<file path="config.mk">
export PLATFORM = sky130hd
export DESIGN_NAME = thumb_ctrl_top
export DESIGN_NICKNAME = d
export VERILOG_FILES = /design/src/logic/thumb_ctrl_pkg.sv /design/src/logic/thumb_decoder.sv /design/src/logic/micro_op_queue.sv /design/src/logic/reg_list_sequencer.sv /design/src/logic/thumb_ctrl_top.sv
export SDC_FILE = /design/constraint.sdc
export NUM_CORES = 1
export LEC_CHECK = 0
export BUFFER_PORTS_ARGS = -buffer_cell sky130_fd_sc_hd__buf_2
export CORE_MARGIN = 4
export CORE_UTILIZATION = 52
export CTS_CLUSTER_DIAMETER = 120
export CTS_CLUSTER_SIZE = 12
export DETAILED_ROUTE_END_ITERATION = 6
export PLACE_DENSITY = 0.8
export RECOVER_POWER = 25
export SLEW_MARGIN = 5
export SYNTH_ARGS = -nofsm -noshare
export SYNTH_HDL_FRONTEND = slang
export SYNTH_SLANG_ARGS = --single-unit
</file>
<file path="constraint.sdc">
create_clock -name clk_i -period 4.85 [get_ports clk_i]
set_clock_uncertainty 0.05 [all_clocks]
set_input_delay 0 -clock clk_i [delete_from_list [all_inputs] [get_ports clk_i]]
set_output_delay 0 -clock clk_i [all_outputs]
set_load 0.02 [all_outputs]
</file>
<file path="src/logic/thumb_ctrl_pkg.sv">
package thumb_ctrl_pkg;

    typedef logic [15:0] instr_t;
    typedef logic [3:0]  reg_addr_t;
    typedef logic [15:0] reg_list_t;
    typedef logic [31:0] word_t;

    localparam reg_addr_t SP_REG = 4'd13;
    localparam reg_addr_t LR_REG = 4'd14;

    // address step per transferred register
    localparam int WORD_BYTES = 4;

    typedef enum logic [1:0] {
        KIND_SINGLE,
        KIND_PUSH,
        KIND_STM,
        KIND_LDM
    } op_kind_e;

    // shift/add/sub/move/compare group, taken from bits 13:11
    typedef enum logic [2:0] {
        SH_LSL,
        SH_LSR,
        SH_ASR,
        SH_ADD_SUB,
        SH_MOV8,
        SH_CMP8,
        SH_ADD8,
        SH_SUB8
    } shift_op_e;

    // data-processing group, taken from bits 9:6
    typedef enum logic [3:0] {
        DP_AND, DP_EOR, DP_LSL, DP_LSR,
        DP_ASR, DP_ADC, DP_SBC, DP_ROR,
        DP_TST, DP_RSB, DP_CMP, DP_CMN,
        DP_ORR, DP_MUL, DP_BIC, DP_MVN
    } dp_op_e;

    typedef enum logic [3:0] {
        ALU_ADD,
        ALU_SUB,
        ALU_AND,
        ALU_OR,
        ALU_XOR,
        ALU_BIT_CLEAR,
        ALU_NOT,
        ALU_MULT,
        ALU_ROTATE_R,
        ALU_LSL,
        ALU_LSR,
        ALU_ASR
    } alu_op_e;

    typedef enum logic [1:0] {
        SEL_REG,
        SEL_IMM,
        SEL_ZERO
    } operand_sel_e;

    typedef enum logic {
        WB_ALU,
        WB_MEM
    } wb_sel_e;

    typedef struct packed {
        logic         valid;
        alu_op_e      alu_op;
        operand_sel_e src1_sel;
        operand_sel_e src2_sel;
        wb_sel_e      wb_sel;
        logic         update_flags;
        logic         reg_we;
        logic         mem_we;
        logic         mem_re;
        reg_addr_t    rd;
        reg_addr_t    rn;
        reg_addr_t    rm;
        word_t        imm;
    } micro_op_t;

    typedef struct packed {
        op_kind_e  kind;
        micro_op_t uop;
        reg_list_t reg_list;
        reg_addr_t base;
    } decoded_op_t;

endpackage

</file>
<file path="src/logic/thumb_decoder.sv">
`timescale 1ns/1ps

module thumb_decoder (
    input  logic                        clk_i,
    input  logic                        rst_n_i,
    input  logic                        instr_valid_i,
    input  thumb_ctrl_pkg::instr_t      instr_i,
    output logic                        push_o,
    output thumb_ctrl_pkg::decoded_op_t push_data_o,
    output logic                        illegal_o
);

    thumb_ctrl_pkg::shift_op_e sh_op;
    thumb_ctrl_pkg::dp_op_e    dp_op;
    logic                      legal;

    assign sh_op = thumb_ctrl_pkg::shift_op_e'(instr_i[13:11]);
    assign dp_op = thumb_ctrl_pkg::dp_op_e'(instr_i[9:6]);

    always_comb begin
        push_data_o = '0;
        push_data_o.kind = thumb_ctrl_pkg::KIND_SINGLE;
        push_data_o.uop.valid = 1'b1;
        push_data_o.uop.alu_op = thumb_ctrl_pkg::ALU_ADD;
        push_data_o.uop.src1_sel = thumb_ctrl_pkg::SEL_REG;
        push_data_o.uop.src2_sel = thumb_ctrl_pkg::SEL_REG;
        push_data_o.uop.wb_sel = thumb_ctrl_pkg::WB_ALU;
        legal = 1'b1;

        casez (instr_i)
            16'b00??_????_????_????: begin
                push_data_o.uop.update_flags = 1'b1;
                push_data_o.uop.reg_we = 1'b1;
                // bit 13 marks the 8-bit immediate forms, which share rd and rn
                if (instr_i[13]) begin
                    push_data_o.uop.rd = {1'b0, instr_i[10:8]};
                    push_data_o.uop.rn = {1'b0, instr_i[10:8]};
                    push_data_o.uop.imm = thumb_ctrl_pkg::word_t'(instr_i[7:0]);
                    push_data_o.uop.src2_sel = thumb_ctrl_pkg::SEL_IMM;
                end else begin
                    push_data_o.uop.rd = {1'b0, instr_i[2:0]};
                    push_data_o.uop.rn = {1'b0, instr_i[5:3]};
                end
                case (sh_op)
                    thumb_ctrl_pkg::SH_LSL, thumb_ctrl_pkg::SH_LSR, thumb_ctrl_pkg::SH_ASR: begin
                        push_data_o.uop.alu_op = (sh_op == thumb_ctrl_pkg::SH_LSL) ?
                            thumb_ctrl_pkg::ALU_LSL : (sh_op == thumb_ctrl_pkg::SH_LSR) ?
                            thumb_ctrl_pkg::ALU_LSR : thumb_ctrl_pkg::ALU_ASR;
                        push_data_o.uop.imm = thumb_ctrl_pkg::word_t'(instr_i[10:6]);
                        push_data_o.uop.src2_sel = thumb_ctrl_pkg::SEL_IMM;
                    end
                    thumb_ctrl_pkg::SH_ADD_SUB: begin
                        // bit 10 picks the 3-bit immediate, bit 9 picks subtract
                        push_data_o.uop.alu_op = instr_i[9] ?
                            thumb_ctrl_pkg::ALU_SUB : thumb_ctrl_pkg::ALU_ADD;
                        if (instr_i[10]) begin
                            push_data_o.uop.imm = thumb_ctrl_pkg::word_t'(instr_i[8:6]);
                            push_data_o.uop.src2_sel = thumb_ctrl_pkg::SEL_IMM;
                        end else begin
                            push_data_o.uop.rm = {1'b0, instr_i[8:6]};
                        end
                    end
                    thumb_ctrl_pkg::SH_MOV8: push_data_o.uop.src1_sel = thumb_ctrl_pkg::SEL_ZERO;
                    thumb_ctrl_pkg::SH_CMP8: begin
                        push_data_o.uop.alu_op = thumb_ctrl_pkg::ALU_SUB;
                        push_data_o.uop.reg_we = 1'b0;
                    end
                    thumb_ctrl_pkg::SH_SUB8: push_data_o.uop.alu_op = thumb_ctrl_pkg::ALU_SUB;
                    default: ;
                endcase
            end
            16'b0100_00??_????_????: begin
                push_data_o.uop.update_flags = 1'b1;
                push_data_o.uop.reg_we = 1'b1;
                push_data_o.uop.rd = {1'b0, instr_i[2:0]};
                push_data_o.uop.rn = {1'b0, instr_i[2:0]};
                push_data_o.uop.rm = {1'b0, instr_i[5:3]};
                case (dp_op)
                    thumb_ctrl_pkg::DP_AND: push_data_o.uop.alu_op = thumb_ctrl_pkg::ALU_AND;
                    thumb_ctrl_pkg::DP_EOR: push_data_o.uop.alu_op = thumb_ctrl_pkg::ALU_XOR;
                    thumb_ctrl_pkg::DP_LSL: push_data_o.uop.alu_op = thumb_ctrl_pkg::ALU_LSL;
                    thumb_ctrl_pkg::DP_LSR: push_data_o.uop.alu_op = thumb_ctrl_pkg::ALU_LSR;
                    thumb_ctrl_pkg::DP_ASR: push_data_o.uop.alu_op = thumb_ctrl_pkg::ALU_ASR;
                    thumb_ctrl_pkg::DP_ADC: push_data_o.uop.alu_op = thumb_ctrl_pkg::ALU_ADD;
                    thumb_ctrl_pkg::DP_SBC: push_data_o.uop.alu_op = thumb_ctrl_pkg::ALU_SUB;
                    thumb_ctrl_pkg::DP_ROR: push_data_o.uop.alu_op = thumb_ctrl_pkg::ALU_ROTATE_R;
                    thumb_ctrl_pkg::DP_TST: begin
                        push_data_o.uop.alu_op = thumb_ctrl_pkg::ALU_AND;
                        push_data_o.uop.reg_we = 1'b0;
                    end
                    thumb_ctrl_pkg::DP_RSB: begin
                        push_data_o.uop.alu_op = thumb_ctrl_pkg::ALU_SUB;
                        push_data_o.uop.src1_sel = thumb_ctrl_pkg::SEL_ZERO;
                    end
                    thumb_ctrl_pkg::DP_CMP: begin
                        push_data_o.uop.alu_op = thumb_ctrl_pkg::ALU_SUB;
                        push_data_o.uop.reg_we = 1'b0;
                    end
                    thumb_ctrl_pkg::DP_CMN: begin
                        push_data_o.uop.reg_we = 1'b0;
                    end
                    thumb_ctrl_pkg::DP_ORR: push_data_o.uop.alu_op = thumb_ctrl_pkg::ALU_OR;
                    thumb_ctrl_pkg::DP_MUL: push_data_o.uop.alu_op = thumb_ctrl_pkg::ALU_MULT;
                    thumb_ctrl_pkg::DP_BIC: push_data_o.uop.alu_op = thumb_ctrl_pkg::ALU_BIT_CLEAR;
                    default:                push_data_o.uop.alu_op = thumb_ctrl_pkg::ALU_NOT;
                endcase
            end
            16'b1011_010?_????_????: begin
                push_data_o.kind = thumb_ctrl_pkg::KIND_PUSH;
                push_data_o.uop.alu_op = thumb_ctrl_pkg::ALU_SUB;
                push_data_o.uop.src2_sel = thumb_ctrl_pkg::SEL_IMM;
                push_data_o.reg_list[7:0] = instr_i[7:0];
                push_data_o.reg_list[thumb_ctrl_pkg::LR_REG] = instr_i[8];
                push_data_o.base = thumb_ctrl_pkg::SP_REG;
            end
            16'b1100_????_????_????: begin
                push_data_o.kind = instr_i[11] ?
                    thumb_ctrl_pkg::KIND_LDM : thumb_ctrl_pkg::KIND_STM;
                push_data_o.uop.src2_sel = thumb_ctrl_pkg::SEL_IMM;
                push_data_o.reg_list[7:0] = instr_i[7:0];
                push_data_o.base = {1'b0, instr_i[10:8]};
            end
            default: legal = 1'b0;
        endcase
    end

    assign push_o = instr_valid_i && legal;

    always_ff @(posedge clk_i) begin
        if (!rst_n_i) begin
            illegal_o <= 1'b0;
        end else begin
            illegal_o <= instr_valid_i && !legal;
        end
    end

    a_push_needs_strobe: assert property (@(posedge clk_i) disable iff (!rst_n_i)
        push_o |-> instr_valid_i);

endmodule

</file>
<file path="src/logic/micro_op_queue.sv">
`timescale 1ns/1ps

module micro_op_queue #(
    parameter int QUEUE_DEPTH = 4
) (
    input  logic                        clk_i,
    input  logic                        rst_n_i,
    input  logic                        push_i,
    input  thumb_ctrl_pkg::decoded_op_t push_data_i,
    input  logic                        pop_i,
    output thumb_ctrl_pkg::decoded_op_t head_o,
    output logic                        empty_o,
    output logic                        full_o
);

    localparam int PTR_W = (QUEUE_DEPTH > 1) ? $clog2(QUEUE_DEPTH) : 1;
    localparam int CNT_W = $clog2(QUEUE_DEPTH + 1);

    thumb_ctrl_pkg::decoded_op_t mem_q [QUEUE_DEPTH];
    logic [PTR_W-1:0]            wr_ptr_q;
    logic [PTR_W-1:0]            rd_ptr_q;
    logic [CNT_W-1:0]            count_q;
    logic                        do_push;
    logic                        do_pop;

    function automatic logic [PTR_W-1:0] ptr_inc(input logic [PTR_W-1:0] ptr);
        // the depth need not be a power of two
        return (ptr == PTR_W'(QUEUE_DEPTH - 1)) ? '0 : ptr + 1'b1;
    endfunction

    assign empty_o = (count_q == '0);
    assign full_o  = (count_q == CNT_W'(QUEUE_DEPTH));
    assign do_push = push_i && !full_o;
    assign do_pop  = pop_i && !empty_o;
    assign head_o  = mem_q[rd_ptr_q];

    always_ff @(posedge clk_i) begin
        if (do_push) begin
            mem_q[wr_ptr_q] <= push_data_i;
        end
    end

    always_ff @(posedge clk_i) begin
        if (!rst_n_i) begin
            wr_ptr_q <= '0;
            rd_ptr_q <= '0;
            count_q  <= '0;
        end else begin
            if (do_push) begin
                wr_ptr_q <= ptr_inc(wr_ptr_q);
            end
            if (do_pop) begin
                rd_ptr_q <= ptr_inc(rd_ptr_q);
            end
            if (do_push && !do_pop) begin
                count_q <= count_q + 1'b1;
            end else if (do_pop && !do_push) begin
                count_q <= count_q - 1'b1;
            end
        end
    end

    // the decoder has no stall, so a push here would lose an instruction
    a_no_push_full: assert property (@(posedge clk_i) disable iff (!rst_n_i)
        !(push_i && full_o));

    a_no_pop_empty: assert property (@(posedge clk_i) disable iff (!rst_n_i)
        !(pop_i && empty_o));

endmodule

</file>
<file path="src/logic/reg_list_sequencer.sv">
`timescale 1ns/1ps

module reg_list_sequencer (
    input  logic                        clk_i,
    input  logic                        rst_n_i,
    input  thumb_ctrl_pkg::decoded_op_t head_i,
    input  logic                        empty_i,
    output logic                        pop_o,
    output thumb_ctrl_pkg::micro_op_t   micro_op_o
);

    typedef enum logic [1:0] {
        ST_IDLE,
        ST_TRANSFER,
        ST_FINAL
    } state_e;

    state_e                    state_q;
    state_e                    state_d;
    thumb_ctrl_pkg::micro_op_t word_d;
    thumb_ctrl_pkg::op_kind_e  kind_q;
    thumb_ctrl_pkg::op_kind_e  cur_kind;
    thumb_ctrl_pkg::micro_op_t tmpl_q;
    thumb_ctrl_pkg::micro_op_t cur_tmpl;
    thumb_ctrl_pkg::reg_list_t list_q;
    thumb_ctrl_pkg::reg_list_t cur_list;
    thumb_ctrl_pkg::reg_list_t rest_list;
    thumb_ctrl_pkg::reg_addr_t base_q;
    thumb_ctrl_pkg::reg_addr_t cur_base;
    thumb_ctrl_pkg::reg_addr_t low_reg;
    logic [4:0]                k_q;
    logic [4:0]                cur_k;
    logic [4:0]                n_q;
    logic [4:0]                cur_n;
    logic                      base_in_q;
    logic                      cur_base_in;

    function automatic thumb_ctrl_pkg::reg_addr_t lowest_reg(
        input thumb_ctrl_pkg::reg_list_t list
    );
        thumb_ctrl_pkg::reg_addr_t idx;
        idx = '0;
        for (int i = 15; i >= 0; i--) begin
            if (list[i]) begin
                idx = thumb_ctrl_pkg::reg_addr_t'(i);
            end
        end
        return idx;
    endfunction

    assign pop_o = (state_q == ST_IDLE) && !empty_i;

    always_comb begin
        // in idle the head of the queue is the instruction being started
        if (state_q == ST_IDLE) begin
            cur_kind    = head_i.kind;
            cur_tmpl    = head_i.uop;
            cur_list    = head_i.reg_list;
            cur_base    = head_i.base;
            cur_k       = '0;
            cur_n       = 5'($countones(head_i.reg_list));
            cur_base_in = head_i.reg_list[head_i.base];
        end else begin
            cur_kind    = kind_q;
            cur_tmpl    = tmpl_q;
            cur_list    = list_q;
            cur_base    = base_q;
            cur_k       = k_q;
            cur_n       = n_q;
            cur_base_in = base_in_q;
        end
        low_reg   = lowest_reg(cur_list);
        rest_list = cur_list & (cur_list - 16'd1);

        word_d  = '0;
        state_d = state_q;
        if (state_q != ST_IDLE || !empty_i) begin
            if (cur_kind == thumb_ctrl_pkg::KIND_SINGLE) begin
                word_d  = cur_tmpl;
                state_d = ST_IDLE;
            end else begin
                word_d.alu_op   = cur_tmpl.alu_op;
                word_d.src1_sel = cur_tmpl.src1_sel;
                word_d.src2_sel = cur_tmpl.src2_sel;
                word_d.rn       = cur_base;
                if (cur_list != '0) begin
                    state_d = (rest_list != '0) ? ST_TRANSFER : ST_FINAL;
                    // push stores below SP, so its offsets fall as k rises
                    if (cur_kind == thumb_ctrl_pkg::KIND_PUSH) begin
                        word_d.imm = thumb_ctrl_pkg::word_t'(
                            thumb_ctrl_pkg::WORD_BYTES * (cur_n - cur_k));
                    end else begin
                        word_d.imm = thumb_ctrl_pkg::word_t'(
                            thumb_ctrl_pkg::WORD_BYTES * cur_k);
                    end
                    if (cur_kind == thumb_ctrl_pkg::KIND_LDM) begin
                        word_d.mem_re = 1'b1;
                        word_d.reg_we = 1'b1;
                        word_d.wb_sel = thumb_ctrl_pkg::WB_MEM;
                        word_d.rd     = low_reg;
                    end else begin
                        word_d.mem_we = 1'b1;
                        word_d.rm     = low_reg;
                    end
                end else begin
                    state_d    = ST_IDLE;
                    word_d.rd  = cur_base;
                    word_d.imm = thumb_ctrl_pkg::word_t'(thumb_ctrl_pkg::WORD_BYTES * cur_n);
                    // a loaded base keeps its loaded value
                    word_d.reg_we = (cur_kind != thumb_ctrl_pkg::KIND_LDM) || !cur_base_in;
                end
            end
            word_d.valid = 1'b1;
        end
    end

    always_ff @(posedge clk_i) begin
        if (!rst_n_i) begin
            state_q    <= ST_IDLE;
            micro_op_o <= '0;
        end else begin
            state_q    <= state_d;
            micro_op_o <= word_d;
        end
    end

    always_ff @(posedge clk_i) begin
        if (pop_o) begin
            kind_q    <= head_i.kind;
            tmpl_q    <= head_i.uop;
            base_q    <= head_i.base;
            n_q       <= cur_n;
            base_in_q <= cur_base_in;
        end
        list_q <= rest_list;
        k_q    <= cur_k + 5'd1;
    end

    // nothing leaves the queue while a register list is still being expanded
    a_no_pop_busy: assert property (@(posedge clk_i) disable iff (!rst_n_i)
        pop_o && (head_i.kind != thumb_ctrl_pkg::KIND_SINGLE) &&
        (head_i.reg_list != '0) |=> !pop_o);

endmodule

</file>
<file path="src/logic/thumb_ctrl_top.sv">
`timescale 1ns/1ps

module thumb_ctrl_top #(
    parameter int QUEUE_DEPTH = 4
) (
    input  logic                      clk_i,
    input  logic                      rst_n_i,
    input  logic                      instr_valid_i,
    input  thumb_ctrl_pkg::instr_t    instr_i,
    output thumb_ctrl_pkg::micro_op_t micro_op_o,
    output logic                      illegal_o,
    output logic                      queue_full_o
);

    logic                        push;
    thumb_ctrl_pkg::decoded_op_t push_data;
    thumb_ctrl_pkg::decoded_op_t head;
    logic                        empty;
    logic                        pop;

    thumb_decoder i_decoder (
        .clk_i         (clk_i),
        .rst_n_i       (rst_n_i),
        .instr_valid_i (instr_valid_i),
        .instr_i       (instr_i),
        .push_o        (push),
        .push_data_o   (push_data),
        .illegal_o     (illegal_o)
    );

    micro_op_queue #(
        .QUEUE_DEPTH (QUEUE_DEPTH)
    ) i_queue (
        .clk_i       (clk_i),
        .rst_n_i     (rst_n_i),
        .push_i      (push),
        .push_data_i (push_data),
        .pop_i       (pop),
        .head_o      (head),
        .empty_o     (empty),
        .full_o      (queue_full_o)
    );

    reg_list_sequencer i_sequencer (
        .clk_i      (clk_i),
        .rst_n_i    (rst_n_i),
        .head_i     (head),
        .empty_i    (empty),
        .pop_o      (pop),
        .micro_op_o (micro_op_o)
    );

endmodule

</file>
==> results.sh <==
export IMPL_outcome="finished with violations"
export IMPL_failed_checks="max-capacitance violations, max-slew violations"
export IMPL_ys_async_sr_fraction=0
export IMPL_syn_to_final_growth_pct=11.7
export IMPL_p_per_area_mw_per_mm2=613
export IMPL_core_region_area_mm2=0.0212
export IMPL_cap_violations=1
export IMPL_drv_slew=29
export IMPL_cts_clk_slew_worst_paths_ns=0.06
export IMPL_vdd_drop_max_v=0.000292
export IMPL_grt_usage=0.196
export IMPL_drtAntennaViolNets=0
export IMPL_ys_seq_elements=262
export IMPL_root_buffer="clkbuf_16"
export IMPL_first_pass_iters=5
export IMPL_cts_setup_buffers=0
export IMPL_antenna_found_initial=0
export IMPL_synth_warnings=0
export IMPL_rsz0062_at_grt="no"
export IMPL_place_gp_congestion=0.880
export IMPL_required_ns=5.25
export IMPL_fillers=1665
export IMPL_cp_arrival_ns=5.02
export IMPL_drc=0
export IMPL_syn_area_mm2=0.0114
export IMPL_utilization=0.598
export IMPL_htree_levels=1
export IMPL_avgSynthCellArea_um2=13.9
export IMPL_crit_chain="mux4_2, ha_1, fa_1, fa_1, ha_1, fa_1, mux2_2, ha_1, a21o_1, a21oi_1, nor2b_1, nor4b_1, o21bai_1"
export IMPL_wl_per_cell_um=20.1
export IMPL_synthDominantCellAreaShare=0.521
export IMPL_grt_max_degree=42
export IMPL_seqPwrFrac=0.390
export IMPL_min_period_ns=4.62
export IMPL_die_x_um=156
export IMPL_grt_overflow=0
export IMPL_synth_main_ff_cell="edfxtp_1"
export IMPL_final_period_utilization=0.953
export IMPL_yosysTopAreaCell="edfxtp_1"
export IMPL_initial_core_util=0.535
export IMPL_synth_common_cells="edfxtp_1, nand2_1, dfxtp_1"
export IMPL_yosysMostFrequentCell="edfxtp_1"
export IMPL_combPwrFrac=0.383
export IMPL_vias=7006
export IMPL_tns_ns=0
export IMPL_die_area_mm2=0.0243
export IMPL_die_height_um=156
export IMPL_worst_pin_slew_ns=1.84
export IMPL_max_stage_delay_ns=0.61
export IMPL_drtIter0Drc=592
export IMPL_num_antenna_cells=0
export IMPL_insertion_delay_ns=0.53
export IMPL_drive_above_1_share=0.126
export IMPL_yosysSeqAreaShare=0.636
export IMPL_num_io_pins=79
export IMPL_rows=53
export IMPL_slowest_stage="mux4_2"
export IMPL_cts_tree="built"
export IMPL_p_int_mw=5.02
export IMPL_portBuffers=76
export IMPL_routed_wl_um=23800
export IMPL_p_leak_nw=4.56
export IMPL_clock_path_buffers=3
export IMPL_crit_path_max_fanout=7
export IMPL_via_per_inst=5.93
export IMPL_finalHoldViolCount=0
export IMPL_switchingPower_mw=2.75
export IMPL_startpoint_type="flop"
export IMPL_endpoint_kind="flop"
export IMPL_holdWs_ns=0.0979
export IMPL_nets=934
export IMPL_clkSinkCount=262
export IMPL_grt_pass1_vias=6769
export IMPL_synth_edff_count=197
export IMPL_critical_path_class="flop to flop"
export IMPL_yosys_top_cells_area="edfxtp_1, dfxtp_1, mux4_2, mux2i_1, nand2_1"
export IMPL_setup_viol=0
export IMPL_netlist_instances=815
export IMPL_grt_pass1_wl_um=37700
export IMPL_fmax_mhz=216
export IMPL_cts_buffers=25
export IMPL_dp_hpwl_um=15600
export IMPL_hp_class="input pin to flop"
export IMPL_swShare=0.354
export IMPL_slew_headroom=-0.229
export IMPL_power_mw=7.78
export IMPL_synth_distinct_cells=69
export IMPL_clkPwrFrac=0.228
[power groups by stage]
| stage | registers, mW | logic (mW) | clock network [mW] |
|---|---|---|---|
| 3_3_place_gp | 3.05 | 2.91 | 0 |
| 2_1_floorplan | 3.11 | 2.19 | 0 |
| 5_1_grt | 3.07 | 3.29 | 1.90 |
| 3_5_place_dp | 3.07 | 2.97 | 0 |
| 6_report | 3.03 | 2.98 | 1.77 |
| 4_1_cts | 3.03 | 3.00 | 1.80 |
[per-layer routing]
metal  vias up  share of wire  track usage  routed length [µm]
met5         -              0            0                   0
met4         0          0.018       0.0442                 438
met3        45          0.082       0.0372                1950
met2       328           0.46        0.308               11000
met1      3465           0.44        0.291               10400
li1       3168              -            -                   -
[worst paths after layout]
| kind | slack [ns] | cells after the start | startpoint | to |
|---|---|---|---|---|
| max | 0.23 | 13 | flop | i_sequencer.micro_op_o[7] |
| min reg2reg | 0.38 | 1 | i_sequencer.k_q[0] | i_sequencer.k_q[0] |
| min | 0.1 | 3 | instr_i[15] | i_queue.mem_q[2][68] |
| max reg2reg | 0.23 | 13 | flop | i_sequencer.micro_op_o[7] |
[stage by stage]
stage | instance area (µm²) | std cells | worst slack (ns)
4_1_cts | 12800 | 1181 | 0.162
5_1_grt | 12700 | 1181 | 0.0250
6_report | 12700 | 1181 | 0.229
3_5_place_dp | 11800 | 1116 | 0.183
3_3_place_gp | 11800 | 1116 | 0.303
2_1_floorplan | 11400 | 816 | 0.167
[placed cells by master (no fill, tap or decap), types with 8 or more instances in the layout]
cell type,n
edfxtp_1,197
nand2_1,78
clkbuf_1,78
dfxtp_1,63
nor2_1,43
mux2i_1,43
a21oi_1,41
mux4_2,37
o21ai_0,28
inv_1,27
clkbuf_16,25
ha_1,20
dlygate4sd3_1,20
nor2b_1,18
buf_2,18
buf_4,10
nand3_1,9
o22ai_1,9
nor3_1,8
[final cells by class]
class | instances | area [µm²] | area share
well taps | 275 | 344 | 0.0271
clock buffers | 44 | 707 | 0.0557
repair buffers | 108 | 591 | 0.0465
flip-flops and latches | 262 | 7220 | 0.569
clock inverters | 1 | 20.0 | 0.00158
multi-input cells | 464 | 3700 | 0.292
inverters | 27 | 101 | 0.00799
[cell families after synthesis]
logic type	share of synthesized area
fa+ha+maj	0.0344
other cells	0.000330
xor+xnor	0.00694
compound gates	0.0772
flops	0.636
buf+inv	0.0398
mux	0.115
simple gates	0.0906
[registers in the layout, indices dropped and copies added, names as in the netlist, 3 cells and up, named ones only]
name / flops
i_sequencer.k_q: 5
i_sequencer.base_q: 4
i_sequencer.tmpl_q: 25
i_queue.mem_q: 160
i_sequencer.list_q: 15
i_sequencer.n_q: 5
i_sequencer.micro_op_o: 33
i_queue.count_q: 3
[worst max-delay path, delay by kind of cell, from the launching register on]
| kind | cells | cell delay [ns] |
|---|---|---|
| mux | 2 | 0.90 |
| flops | 1 | 0.45 |
| simple gates | 2 | 0.38 |
| fa+ha+maj | 6 | 2.27 |
| compound gates | 3 | 0.47 |
[repair_timing]
item,in CTS,in global routing
hold buffers,20,0
setup endpoints to repair,0,1
gates resized for setup,0,1
endpoints found under the hold margin,127,0
Note: power is estimated with default switching activity, not from simulation.
